===== config.mk =====
export PLATFORM = sky130hd
export DESIGN_NAME = fpRoundTop
export DESIGN_NICKNAME = d
export VERILOG_FILES = /design/src/logic/fp64Pkg.sv /design/src/logic/fpRoundTop.sv /design/src/logic/fpRound64.sv /design/src/logic/fpNormalize64.sv /design/src/logic/fpRoundCfg.sv
export VERILOG_INCLUDE_DIRS = /design/src /design/src/logic
export SDC_FILE = /design/constraint.sdc
export NUM_CORES = 1
export LEC_CHECK = 0
export ABC_AREA = 1
export BUFFER_PORTS_ARGS = -buffer_cell sky130_fd_sc_hd__buf_2
export CORE_MARGIN = 3
export CORE_UTILIZATION = 40
export DETAILED_ROUTE_END_ITERATION = 6
export SETUP_SLACK_MARGIN = 0.2
export SYNTH_ARGS = -nofsm -noshare
export SYNTH_HDL_FRONTEND = slang
export SYNTH_SLANG_ARGS = --single-unit
export TNS_END_PERCENT = 20

===== constraint.sdc =====
create_clock -name clk -period 7.3 [get_ports clk]
set_clock_uncertainty 0.15 [all_clocks]
set_input_delay 1.46 -clock clk [delete_from_list [all_inputs] [get_ports clk]]
set_output_delay 1.46 -clock clk [all_outputs]
set_load 0.02 [all_outputs]

===== src/logic/fp64_consts.svh =====
// binary64 field widths and exponent limits shared by the normalize and round back end
`ifndef FP64_CONSTS_SVH
`define FP64_CONSTS_SVH

// ------------------------------
// binary64 word
// ------------------------------
`define FP_EXP_W    11      // exponent field
`define FP_FRAC_W   52      // stored fraction, hidden bit not included

// ------------------------------
// intermediate FP64N mantissa
// ------------------------------
// hidden bit, 52 fraction bits, then guard, round and sticky
`define FP_NMANT_W  56

// ------------------------------
// unnormalized input
// ------------------------------
`define FP_WIDE_W   64      // magnitude, binary point below the msb
`define FP_WEXP_W   12      // biased exponent, room for overflow past 2047

`define FP_EXP_MAX  2047    // all ones, infinity

`endif

===== src/logic/fp64Pkg.sv =====
// types for the binary64 back end: result word, FP64N intermediate, wide input, modes
`default_nettype none

`include "fp64_consts.svh"

package fp64Pkg;

	// ------------------------------
	// packed binary64 result
	// ------------------------------
	typedef struct packed {
		logic                   sign;
		logic [`FP_EXP_W-1:0]   exp;   // biased, 0 for zero and subnormal
		logic [`FP_FRAC_W-1:0]  sig;   // stored fraction
	} Fp64;

	// intermediate format, rounder input
	typedef struct packed {
		logic                   sign;
		logic [`FP_EXP_W-1:0]   exp;   // all ones means infinite, never rounded
		logic [`FP_NMANT_W-1:0] mant;  // hidden, fraction, guard, round, sticky
	} Fp64N;

	// unnormalized input from a producer unit
	// value is mag / 2^63 * 2^(exp - 1023)
	typedef struct packed {
		logic                   sign;
		logic [`FP_WEXP_W-1:0]  exp;
		logic [`FP_WIDE_W-1:0]  mag;
	} FpWide;

	// rounding modes, codes 5 to 7 act as RNE
	typedef enum logic [2:0] {
		RNE = 3'd0,  // nearest, ties to even
		RTZ = 3'd1,  // toward zero
		RUP = 3'd2,  // toward +inf
		RDN = 3'd3,  // toward -inf
		RMM = 3'd4   // nearest, ties away
	} RoundMode;

	typedef struct packed {
		logic inexact;
		logic overflow;
	} FpFlags;

endpackage

`default_nettype wire


===== src/logic/fpRoundTop.sv =====
// normalize-and-round back end: wide result in, packed binary64 and flags out
`timescale 1ns/1ns
`default_nettype none

`include "fp64_consts.svh"

module fpRoundTop
	import fp64Pkg::*;
(
	input  logic     clk,
	input  logic     rstN,
	input  logic     ce,
	input  logic     inValid,
	input  FpWide    inData,
	input  logic     cfgWe,
	input  RoundMode cfgMode,
	input  logic     flagClr,
	output logic     outValid,
	output Fp64      outData,
	output FpFlags   flags,
	output RoundMode mode       // current rounding mode
);

	// ------------------------------
	// internal paths
	// ------------------------------
	logic   normValid;
	Fp64N   normData;           // FP64N between the two pipes
	FpFlags resFlags;

	// 2 ce-cycles
	fpNormalize64 fpNormalize64_i (
		.clk       (clk),
		.rstN      (rstN),
		.ce        (ce),
		.inValid   (inValid),
		.inData    (inData),
		.normValid (normValid),
		.normData  (normData)
	);

	// 3 ce-cycles
	fpRound64 fpRound64_i (
		.clk       (clk),
		.rstN      (rstN),
		.ce        (ce),
		.normValid (normValid),
		.normData  (normData),
		.mode      (mode),
		.outValid  (outValid),
		.outData   (outData),
		.resFlags  (resFlags)
	);

	fpRoundCfg fpRoundCfg_i (
		.clk      (clk),
		.rstN     (rstN),
		.cfgWe    (cfgWe),
		.cfgMode  (cfgMode),
		.flagClr  (flagClr),
		.outValid (outValid),
		.resFlags (resFlags),
		.mode     (mode),
		.flags    (flags)
	);

endmodule

`default_nettype wire


===== src/logic/fpRound64.sv =====
// three-stage rounder from FP64N to binary64 with inexact and overflow detection
`timescale 1ns/1ns
`default_nettype none

`include "fp64_consts.svh"

module fpRound64
	import fp64Pkg::*;
(
	input  logic     clk,
	input  logic     rstN,
	input  logic     ce,
	input  logic     normValid,
	input  Fp64N     normData,
	input  RoundMode mode,       // sampled by clock 1 only
	output logic     outValid,
	output Fp64      outData,
	output FpFlags   resFlags    // qualified by outValid
);

	localparam int ExpW = `FP_EXP_W;
	localparam int SigW = `FP_FRAC_W + 1;  // hidden bit plus fraction

	// ------------------------------
	// clock 1: round decision
	// ------------------------------
	logic lsb;
	logic guardB;
	logic roundB;
	logic stickyB;
	logic lostBits;
	logic xInf;
	logic rndNxt;

	assign lsb      = normData.mant[`FP_NMANT_W-SigW];
	assign guardB   = normData.mant[2];
	assign roundB   = normData.mant[1];
	assign stickyB  = normData.mant[0];
	assign lostBits = guardB | roundB | stickyB;
	assign xInf     = &normData.exp;  // saturated by the normalizer

	always_comb begin : roundDecide
		rndNxt = 1'b0;
		if (!xInf) begin  // infinities pass untouched
			case (mode)
				RTZ:     rndNxt = 1'b0;                     // truncate
				RUP:     rndNxt = lostBits & ~normData.sign;
				RDN:     rndNxt = lostBits & normData.sign;
				RMM:     rndNxt = guardB;                   // ties away
				default: rndNxt = guardB & (roundB | stickyB | lsb);  // RNE, codes 5..7
			endcase
		end
	end

	logic            v1;
	logic            sign1;
	logic [ExpW-1:0] exp1;
	logic [SigW-1:0] sig1;
	logic            rnd1;
	logic            inexact1;

	always_ff @(posedge clk) begin
		if (ce) begin
			sign1    <= normData.sign;
			exp1     <= normData.exp;
			sig1     <= normData.mant[`FP_NMANT_W-1 -: SigW];  // drop GRS
			rnd1     <= rndNxt;
			inexact1 <= lostBits;
		end
	end

	// ------------------------------
	// clock 2: add at lsb
	// ------------------------------
	logic            v2;
	logic            sign2;
	logic [ExpW-1:0] exp2;
	logic [SigW:0]   sum2;      // extra msb takes the carry
	logic            carry2;
	logic            dn2;       // subnormal input
	logic            inexact2;
	logic [SigW:0]   sumNxt;

	assign sumNxt = {1'b0, sig1} + {{SigW{1'b0}}, rnd1};

	always_ff @(posedge clk) begin
		if (ce) begin
			sign2    <= sign1;
			exp2     <= exp1;
			sum2     <= sumNxt;
			carry2   <= sumNxt[SigW];   // 1.111.. + 1 -> 10.000..
			dn2      <= (exp1 == '0);
			inexact2 <= inexact1;
		end
	end

	// ------------------------------
	// clock 3: fraction select
	// ------------------------------
	logic                  incExp;
	logic [ExpW-1:0]       expRes;
	logic [`FP_FRAC_W-1:0] fracRes;

	always_comb begin : fracSelect
		// carry, or a subnormal that grew its hidden bit
		incExp = carry2 | (dn2 & sum2[SigW-1]);
		expRes = exp2 + ExpW'(incExp);
		if (&expRes) begin
			fracRes = '0;                         // became or stayed infinite
		end else if (carry2) begin
			fracRes = sum2[SigW-1:1];             // renormalize one place
		end else begin
			fracRes = sum2[`FP_FRAC_W-1:0];       // hide msb
		end
	end

	always_ff @(posedge clk) begin
		if (ce) begin
			outData.sign      <= sign2;
			outData.exp       <= expRes;
			outData.sig       <= fracRes;
			resFlags.inexact  <= inexact2;
			resFlags.overflow <= &expRes;         // rounded up to inf or came saturated
		end
	end

	// valid delay line, outValid pulses one clock per item even with ce low after
	always_ff @(posedge clk or negedge rstN) begin
		if (!rstN) begin
			v1       <= 1'b0;
			v2       <= 1'b0;
			outValid <= 1'b0;
		end else begin
			if (ce) begin
				v1 <= normValid;
				v2 <= v1;
			end
			outValid <= ce & v2;
		end
	end

	validKnown: assert property (
		@(posedge clk) disable iff (!rstN)
		!$isunknown(outValid)
	) else $error("outValid unknown after reset");

endmodule

`default_nettype wire


===== src/logic/fpNormalize64.sv =====
// two-stage leading-zero normalizer from a wide magnitude to the FP64N intermediate
`timescale 1ns/1ns
`default_nettype none

`include "fp64_consts.svh"

module fpNormalize64
	import fp64Pkg::*;
(
	input  logic  clk,
	input  logic  rstN,
	input  logic  ce,         // global advance
	input  logic  inValid,
	input  FpWide inData,
	output logic  normValid,
	output Fp64N  normData
);

	localparam int ShiftW = $clog2(`FP_WIDE_W + 1);  // shift of 0..64
	localparam int WExpW  = `FP_WEXP_W + 1;           // one spare bit for the borrow
	localparam int ExpW   = `FP_EXP_W;
	localparam int KeepW  = `FP_NMANT_W - 1;          // hidden, fraction, guard, round
	localparam int DropW  = `FP_WIDE_W - KeepW;       // bits folded into sticky

	// ------------------------------
	// stage 1: count and pick shift
	// ------------------------------
	logic [ShiftW-1:0]     lzCnt;
	logic [WExpW-1:0]      expDiff;   // exp - lzCnt, msb set on borrow
	logic                  magZero;
	logic                  isNormal;
	logic [ShiftW-1:0]     shiftNxt;
	logic [`FP_WEXP_W-1:0] expNxt;

	// leading zeros, highest set bit wins
	always_comb begin : lzCount
		lzCnt = ShiftW'(`FP_WIDE_W);
		for (int i = 0; i < `FP_WIDE_W; i++) begin
			if (inData.mag[i]) begin
				lzCnt = ShiftW'(`FP_WIDE_W - 1 - i);
			end
		end
	end

	assign magZero  = (inData.mag == '0);
	assign expDiff  = {1'b0, inData.exp} - WExpW'(lzCnt);
	assign isNormal = !expDiff[WExpW-1] && (expDiff != '0);  // exp - lz >= 1

	always_comb begin : shiftPick
		if (magZero) begin
			shiftNxt = '0;                      // nothing to move
			expNxt   = '0;
		end else if (isNormal) begin
			shiftNxt = lzCnt;                   // full normalize
			expNxt   = expDiff[`FP_WEXP_W-1:0];
		end else begin
			// limit shift so the value lands at 2^-1022, subnormal
			shiftNxt = ShiftW'(inData.exp - 1'b1);
			expNxt   = '0;
		end
	end

	logic                  s1Valid;
	logic                  s1Sign;
	logic [`FP_WEXP_W-1:0] s1Exp;
	logic [ShiftW-1:0]     s1Shift;
	logic [`FP_WIDE_W-1:0] s1Mag;

	always_ff @(posedge clk or negedge rstN) begin
		if (!rstN) begin
			s1Valid <= 1'b0;
		end else if (ce) begin
			s1Valid <= inValid;
		end
	end

	always_ff @(posedge clk) begin
		if (ce) begin
			s1Sign  <= inData.sign;
			s1Exp   <= expNxt;
			s1Shift <= shiftNxt;
			s1Mag   <= inData.mag;
		end
	end

	// ------------------------------
	// stage 2: shift, sticky, saturate
	// ------------------------------
	logic [`FP_WIDE_W-1:0] shifted;
	logic                  sticky;
	logic                  expSat;

	assign shifted = s1Mag << s1Shift;      // never loses top bits, shift <= lz
	assign sticky  = |shifted[DropW-1:0];
	assign expSat  = (s1Exp >= `FP_EXP_MAX);

	always_ff @(posedge clk or negedge rstN) begin
		if (!rstN) begin
			normValid <= 1'b0;
		end else if (ce) begin
			normValid <= s1Valid;
		end
	end

	always_ff @(posedge clk) begin
		if (ce) begin
			normData.sign <= s1Sign;
			if (expSat) begin
				normData.exp  <= ExpW'(`FP_EXP_MAX);  // infinity, zero mantissa
				normData.mant <= '0;
			end else begin
				normData.exp  <= s1Exp[ExpW-1:0];
				normData.mant <= {shifted[`FP_WIDE_W-1 -: KeepW], sticky};
			end
		end
	end

	// producers always deliver a biased exponent of at least one
	inExpNonZero: assert property (
		@(posedge clk) disable iff (!rstN)
		inValid |-> (inData.exp != '0)
	) else $error("input exponent zero with inValid");

endmodule

`default_nettype wire


===== src/logic/fpRoundCfg.sv =====
// rounding-mode register and sticky exception flags beside the rounder
`timescale 1ns/1ns
`default_nettype none

`include "fp64_consts.svh"

module fpRoundCfg
	import fp64Pkg::*;
(
	input  logic     clk,
	input  logic     rstN,
	input  logic     cfgWe,     // mode write strobe
	input  RoundMode cfgMode,
	input  logic     flagClr,   // clear strobe for the sticky flags
	input  logic     outValid,  // result strobe from the rounder
	input  FpFlags   resFlags,  // per-result flags, only meaningful with outValid
	output RoundMode mode,
	output FpFlags   flags
);

	// ------------------------------
	// mode register
	// ------------------------------
	// new mode shows up one clock after the write
	always_ff @(posedge clk or negedge rstN) begin
		if (!rstN) begin
			mode <= RNE;
		end else if (cfgWe) begin
			mode <= cfgMode;
		end
	end

	// ------------------------------
	// sticky flags
	// ------------------------------
	always_ff @(posedge clk or negedge rstN) begin
		if (!rstN) begin
			flags <= '0;
		end else if (flagClr) begin
			flags <= '0;                  // clear wins over a same-cycle set
		end else if (outValid) begin
			flags.inexact  <= flags.inexact  | resFlags.inexact;
			flags.overflow <= flags.overflow | resFlags.overflow;
		end
	end

	// a write and a clear in one cycle mean two masters fight over this block
	cfgExclusive: assert property (
		@(posedge clk) disable iff (!rstN)
		!(cfgWe && flagClr)
	) else $error("cfgWe and flagClr high together");

endmodule

`default_nettype wire


# Yosys cells after proc, flatten, opt, wreduce, memory -nomap -nowiden
# Index checks and enable logic that the tools add are counted.
# W data, S select, Z words.
word_totals:
  reg_bits: 363
classes:
  magnitude_cmp: 1
  n_bitwise: 14
  shift: 1
  reduce_logical: 10
  addsub: 4
  eq_ne: 4
  n_mux: 69
op_table:
  columns: ["op", "n"]
  rows:
  - ["$mux W7", 65]
  - ["$logic_not A64 Y1", 1]
  - ["$shl A64 B7 Y64", 1]
  - ["$add A53 B1 Y54", 1]
  - ["$mux W52", 1]
  - ["$reduce_and A11 Y1", 2]
  - ["$reduce_bool A13 Y1", 1]
  - ["$sub A12 B7 Y13", 1]
  - ["$ge A12 B11 Y1 const B", 1]
  - ["$add A11 B1 Y11", 1]
  - ["$logic_not A11 Y1", 1]
  - ["$reduce_or A9 Y1", 1]
  - ["$or A1 B1 Y1", 7]
  - ["$sub A7 B1 Y7 const B", 1]
  - ["$eq A3 B2 Y1 const B", 2]
  - ["$and A1 B1 Y1", 5]
  - ["$mux W2", 2]
  - ["$pmux W1 S4", 1]
  - ["$eq A3 B1 Y1 const B", 1]
  - ["$eq A3 B3 Y1 const B", 1]
  - ["$not A1 Y1", 2]
  - ["$reduce_bool A2 Y1", 1]
  - ["$reduce_or A2 Y1", 1]
  - ["$logic_and A1 B1 Y1", 1]
  - ["$logic_not A1 Y1", 1]

# Longest topological paths before layout
logic_depth:
  word_depth: 69
  mapped_depth: 85
  ltp_nobuf: 85

# Modules after synthesis
# A second synthesis with hierarchy kept.
unflattened:
  hier_cells: 2075
  area_unflattened_um2: 19127.1
by_module_without_submodules:
  columns: ["mod", "n_inst", "area_each_um2", "cells_each", "seq_area_each_um2"]
  rows:
  - ["fpNormalize64", 1, 9958.3, 1301, 4614.4]
  - ["fpRound64", 1, 8981.1, 754, 6110.9]
  - ["fpRoundCfg", 1, 187.7, 20, 125.1]

# Worst setup path after synthesis
# No wires, ideal clock.
synth_path:
  kind: "in2reg"
  from: "input port inData[1] (netlist name)"
  to: "register fpNormalize64_i.s1Shift[0] (data pin)"
  required_ps: 6889
  t_arrival_ps: 6617
  path_stages: 85
  setup_ps: 261
  slack_ps: 273
  cell_sequence: "inv_1 -> nand2_1 -> nand2_1 -> nand2_1 -> nand2_1 -> nand2_1 -> nand2_1 -> nand2_1 -> nand2_1 -> nand2_1 -> nand2_1 -> nand2_1 -> nand2_1 -> nand2_1 -> nand2_1 -> nand2_1 -> nand2_1 -> nand2_1 -> [49 not listed] -> nand3b_1 -> nand2_1 -> a21oi_1 -> nor2_1 -> nor2_1 -> nor2_1 -> inv_1 -> nand3_1 -> nor2_1 -> inv_2 -> nor2_1 -> xnor2_1 -> nand4_1 -> or4_1 -> nand2_1 -> inv_2 -> o21ai_0 -> a21oi_2"
synth_between:
  elab_chain_len: 67
  word_cells_on_any_way: 69
  classes_between: "1 x add/sub; 64 x mux; 4 x reduce/logical"
synth_rtl:
  columns: ["item", "line", "source"]
  rows:
  - ["start, declared", "fpRoundTop.sv:14", "input FpWide inData,"]
  - ["$mux W7 (63 in series)", "fpNormalize64.sv:39", "if (inData.mag[i]) begin"]
  - ["$sub A12 B7 Y13", "fpNormalize64.sv:46", "assign expDiff = {1'b0, inData.exp} - WExpW'(lzCnt);"]
  - ["$reduce_bool A13 Y1 / $logic_not A1 Y1 (equally long branches)", "fpNormalize64.sv:47", "assign isNormal = !expDiff[WExpW-1] && (expDiff != '0);"]
  - ["$logic_and A1 B1 Y1", "fpNormalize64.sv:47", null]
  - ["$mux W7", "fpNormalize64.sv:53", "end else if (isNormal) begin"]
  - ["end signal, assigned", "fpNormalize64.sv:81", "s1Shift <= shiftNxt;"]
  - ["end, declared", "fpNormalize64.sv:66", "logic [ShiftW-1:0] s1Shift;"]
# Several ways; a longest one is shown, not always the timed one.
# A chain may end at the register's enable or synchronous reset.

# Worst setup path in the final report
layout_path:
  from: "input port inData[2] (netlist name)"
  to: "register fpNormalize64_i.s1Shift[0] (data pin)"
layout_between:
  elab_chain_len: 66
  word_cells_on_any_way: 68
  classes_between: "1 x add/sub; 63 x mux; 4 x reduce/logical"
layout_rtl:
  columns: ["item", "line"]
  rows:
  - ["$mux W7 (62 in series)", "fpNormalize64.sv:39"]
  - ["$sub A12 B7 Y13", "fpNormalize64.sv:46"]
  - ["$reduce_bool A13 Y1 / $logic_not A1 Y1 (equally long branches)", "fpNormalize64.sv:47"]
  - ["$logic_and A1 B1 Y1", "fpNormalize64.sv:47"]
  - ["$mux W7", "fpNormalize64.sv:53"]
# Several ways; a longest one is shown, not always the timed one.

==> results.json <==
{
  "slew-limit-headroom": 0.3078,
  "cts_sinks": 363,
  "post-route-period-util": 0.9457,
  "clk-insertion-delay-late_ns": 0.56,
  "met1_usage": 0.2272,
  "path_max_fanout": 9,
  "power.density_nw_per_um2": 246.8,
  "final_nets": 2234,
  "ys_seq_area_frac": 0.5874,
  "endpoint_kind": "flip-flop",
  "tns_ns": 0,
  "worst_path_max_delay_cell": "or4_1",
  "leakage_nw": 9.006,
  "portBuffers": 155,
  "r2r_cells": 19,
  "setup-violations-final": 0,
  "die_w_microns": 220.9,
  "final_area_sq_um": 21540,
  "timing.final.ws_setup_ns": 0.3965,
  "vdd_ir_drop_max_uv": 156.5,
  "rsz0062_at_grt": "yes",
  "num_io_pins": 156,
  "total_power_mw": 5.316,
  "die_y_microns": 220.9,
  "gp_congestion": 0.9359,
  "routedWlPerCell_microns": 15.30,
  "floorplan.initialDensity": 0.4062,
  "synth_nets": 2075,
  "grt_pass1_wl_microns": 68010,
  "grt_max_degree": 194,
  "path_clk_slew_ns": 0.06,
  "utilization": 0.4737,
  "drive_gt1_frac": 0.1409,
  "status": "complete, no violations",
  "period_needed_ns": 6.903,
  "crit_top_cell": "nand2_1",
  "cts_tree": "built",
  "maxCapViolCount": 0,
  "synthTopCellsByArea": "edfxtp_1, nand2_1, o21ai_0, nor2_1, inv_1",
  "yosys_warnings": 0,
  "start_kind": "input port",
  "max_freq_mhz": 144.9,
  "worstPathArrival_ns": 7.07,
  "syn_area_per_cell_sq_um": 9.349,
  "grt_pass1_vias": 12870,
  "vias": 13550,
  "first_iter_violations": 1023,
  "cts-root-buf": "clkbuf_16",
  "yosys.area.top_type": "edfxtp_1",
  "top_usage_layer": "met2",
  "h-tree-depth": 2,
  "antenna_found_initial": 0,
  "whs_path_depth": 0,
  "cts_made_buffers": 40,
  "avgViaCountPerCell": 4.899,
  "slowest_delay_ns": 0.42,
  "use_met2": 0.2909,
  "grt.met3_usage": 0.03144,
  "drt_wl_total_microns": 42310,
  "hold_path_class": "flip-flop to flip-flop",
  "num-fill-cells": 4373,
  "final_hold_viol_count": 0,
  "synth_top_area_frac": 0.5738,
  "cts_buffer_depth": 3,
  "synth_seq_cells": 363,
  "preCtsSetupSlack_ns": -0.3776,
  "tightest_slew_ns": 1.036,
  "hpwl_microns": 31730,
  "ant_nets": 0,
  "core_area_sq_um": 45480,
  "placedInstanceArea_sq_um": 20020,
  "final_max_slew_viol_count": 0,
  "syn_area_sq_um": 18470,
  "mostFrequentLayoutCells": "nand2_1, edfxtp_1, nor2_1",
  "rows": 78,
  "grt_use_total": 0.1709,
  "layout_commonest_cell": "nand2_1",
  "overflow": 0,
  "cts_hold_buf": 0,
  "dr.pass1.iters": 5,
  "ys_types": 42,
  "synth_cells": 1976,
  "critical_path_class": "input port to flip-flop",
  "die_area_sq_um": 48800,
  "syn_to_final_growth_pct": 16.61,
  "cp.required_ns": 7.47,
  "drc": 0
}
## area by class of cell
cell class	instances	area, sq um	share of cell area
Sequential cell	363	10850	0.5037
Multi-Input combinational cell	1310	6447	0.2993
Timing Repair Buffer	205	1192	0.05535
Clock buffer	48	1031	0.04786
Inverter	214	915.9	0.04252
Tap cell	600	750.7	0.03485
Clock inverter	23	344.1	0.01597
Timing Repair inverter	1	7.507	0.0003485
Antenna cell	1	2.502	0.0001162
## through the flow
step | hold slack [ns] | cells
4_1_cts | 0.2583 | 2756
6_report | 0.2604 | 2765
2_1_floorplan | 0.2503 | 1976
5_1_grt | 0.2625 | 2764
3_3_place_gp | 0.2542 | 2685
3_5_place_dp | 0.2545 | 2685
## synth_stat cells
master	count
a32o_1	1
clkinv_1	2
ha_1	12
nand3b_1	5
fa_1	1
o31ai_1	1
or2_2	3
nor4b_1	1
nand4_1	14
nand2_1	512
o2bb2ai_1	1
nor3_2	2
o21ai_0	179
a21oi_2	1
edfxtp_1	353
nand2_2	1
xor2_1	55
or3_1	1
nor3_1	33
nor4_1	17
nand3_1	88
clkbuf_1	78
a311oi_1	2
xnor2_1	15
nor2_1	209
inv_2	7
a31oi_1	4
o32ai_1	1
o41ai_1	1
inv_1	197
buf_1	11
mux2i_1	27
o211ai_1	1
a211oi_1	28
or4_1	1
a21oi_1	62
o21bai_1	1
dfrtp_1	10
a21o_1	2
bufinv_8	8
o22ai_1	23
o21ai_1	5
## cells by family (layout without fill, tap and decap cells)
| group | after synthesis | in the layout | share of synthesized area |
|---|---|---|---|
| flip-flops | 363 | 363 | 0.5874 |
| multiplexers | 27 | 27 | 0.01463 |
| other | 0 | 1 | 0 |
| adder cells (fa/ha/maj) | 13 | 13 | 0.009211 |
| buffers and inverters | 303 | 491 | 0.06753 |
| AND/OR/NAND/NOR | 887 | 887 | 0.1955 |
| AO/OA/AOI/OAI | 313 | 313 | 0.09259 |
| XOR/XNOR | 70 | 70 | 0.03319 |
## metal layers
| metal | share of wire | vias up |
|---|---|---|
| li1 | - | 6999 |
| met1 | 0.46 | 6201 |
| met4 | 0.021 | 0 |
| met3 | 0.043 | 60 |
| met2 | 0.48 | 286 |
| met5 | 0 | - |
## critical path: cells and delay by family
family | cells | cell delay (ns)
AO/OA/AOI/OAI | 3 | 0.27
XOR/XNOR | 1 | 0.20
adder cells (fa/ha/maj) | 2 | 0.48
buffers and inverters | 6 | 0.40
AND/OR/NAND/NOR | 73 | 4.26
## flip-flops by register name, summed over array words and instances, names as in the netlist, 2 cells and up
register / count
fpRound64_i.exp1: 11
fpRoundCfg_i.mode: 3
fpRound64_i.exp2: 11
fpNormalize64_i.s1Mag: 64
fpRoundCfg_i.flags: 2
fpNormalize64_i.s1Exp: 12
fpRound64_i.outData: 64
fpRound64_i.sig1: 53
fpRound64_i.resFlags: 2
fpNormalize64_i.normData: 68
fpNormalize64_i.s1Shift: 7
fpRound64_i.sum2: 53
## what timing repair did
item                       4_1_cts  5_1_grt
setup buffers                    0        7
setup endpoints to repair        0       19
resized for setup                0       26
## final timing paths
check | slack [ns] | startpoint | to
hold / removal | 0.26 | fpNormalize64_i.normData[39]$_SDFFCE_PP0P_ | fpRound64_i.sig1[36]$_DFFE_PP_
max in group asynchronous | 6.21 | rstN | fpRoundCfg_i.mode[2]$_DFFE_PN0P_
setup reg to reg | 2.67 | fpRound64_i.rnd1$_SDFFCE_PP0P_ | fpRound64_i.sum2[48]$_DFFE_PP_
min in group asynchronous | 0.60 | rstN | fpRoundCfg_i.flags[0]$_DFFE_PN0P_
setup / recovery | 0.40 | inData[2] | fpNormalize64_i.s1Shift[0]$_SDFFCE_PN0P_
hold reg to reg | 0.26 | fpNormalize64_i.normData[39]$_SDFFCE_PP0P_ | fpRound64_i.sig1[36]$_DFFE_PP_
## report_power, final
part | internal (mW) | switching [mW] | leakage [nW]
clock | 1.27 | 0.817 | 0.662
combinational | 0.230 | 0.478 | 4.69
sequential | 2.45 | 0.0696 | 3.65
Note: power is estimated with default switching activity, not from simulation.
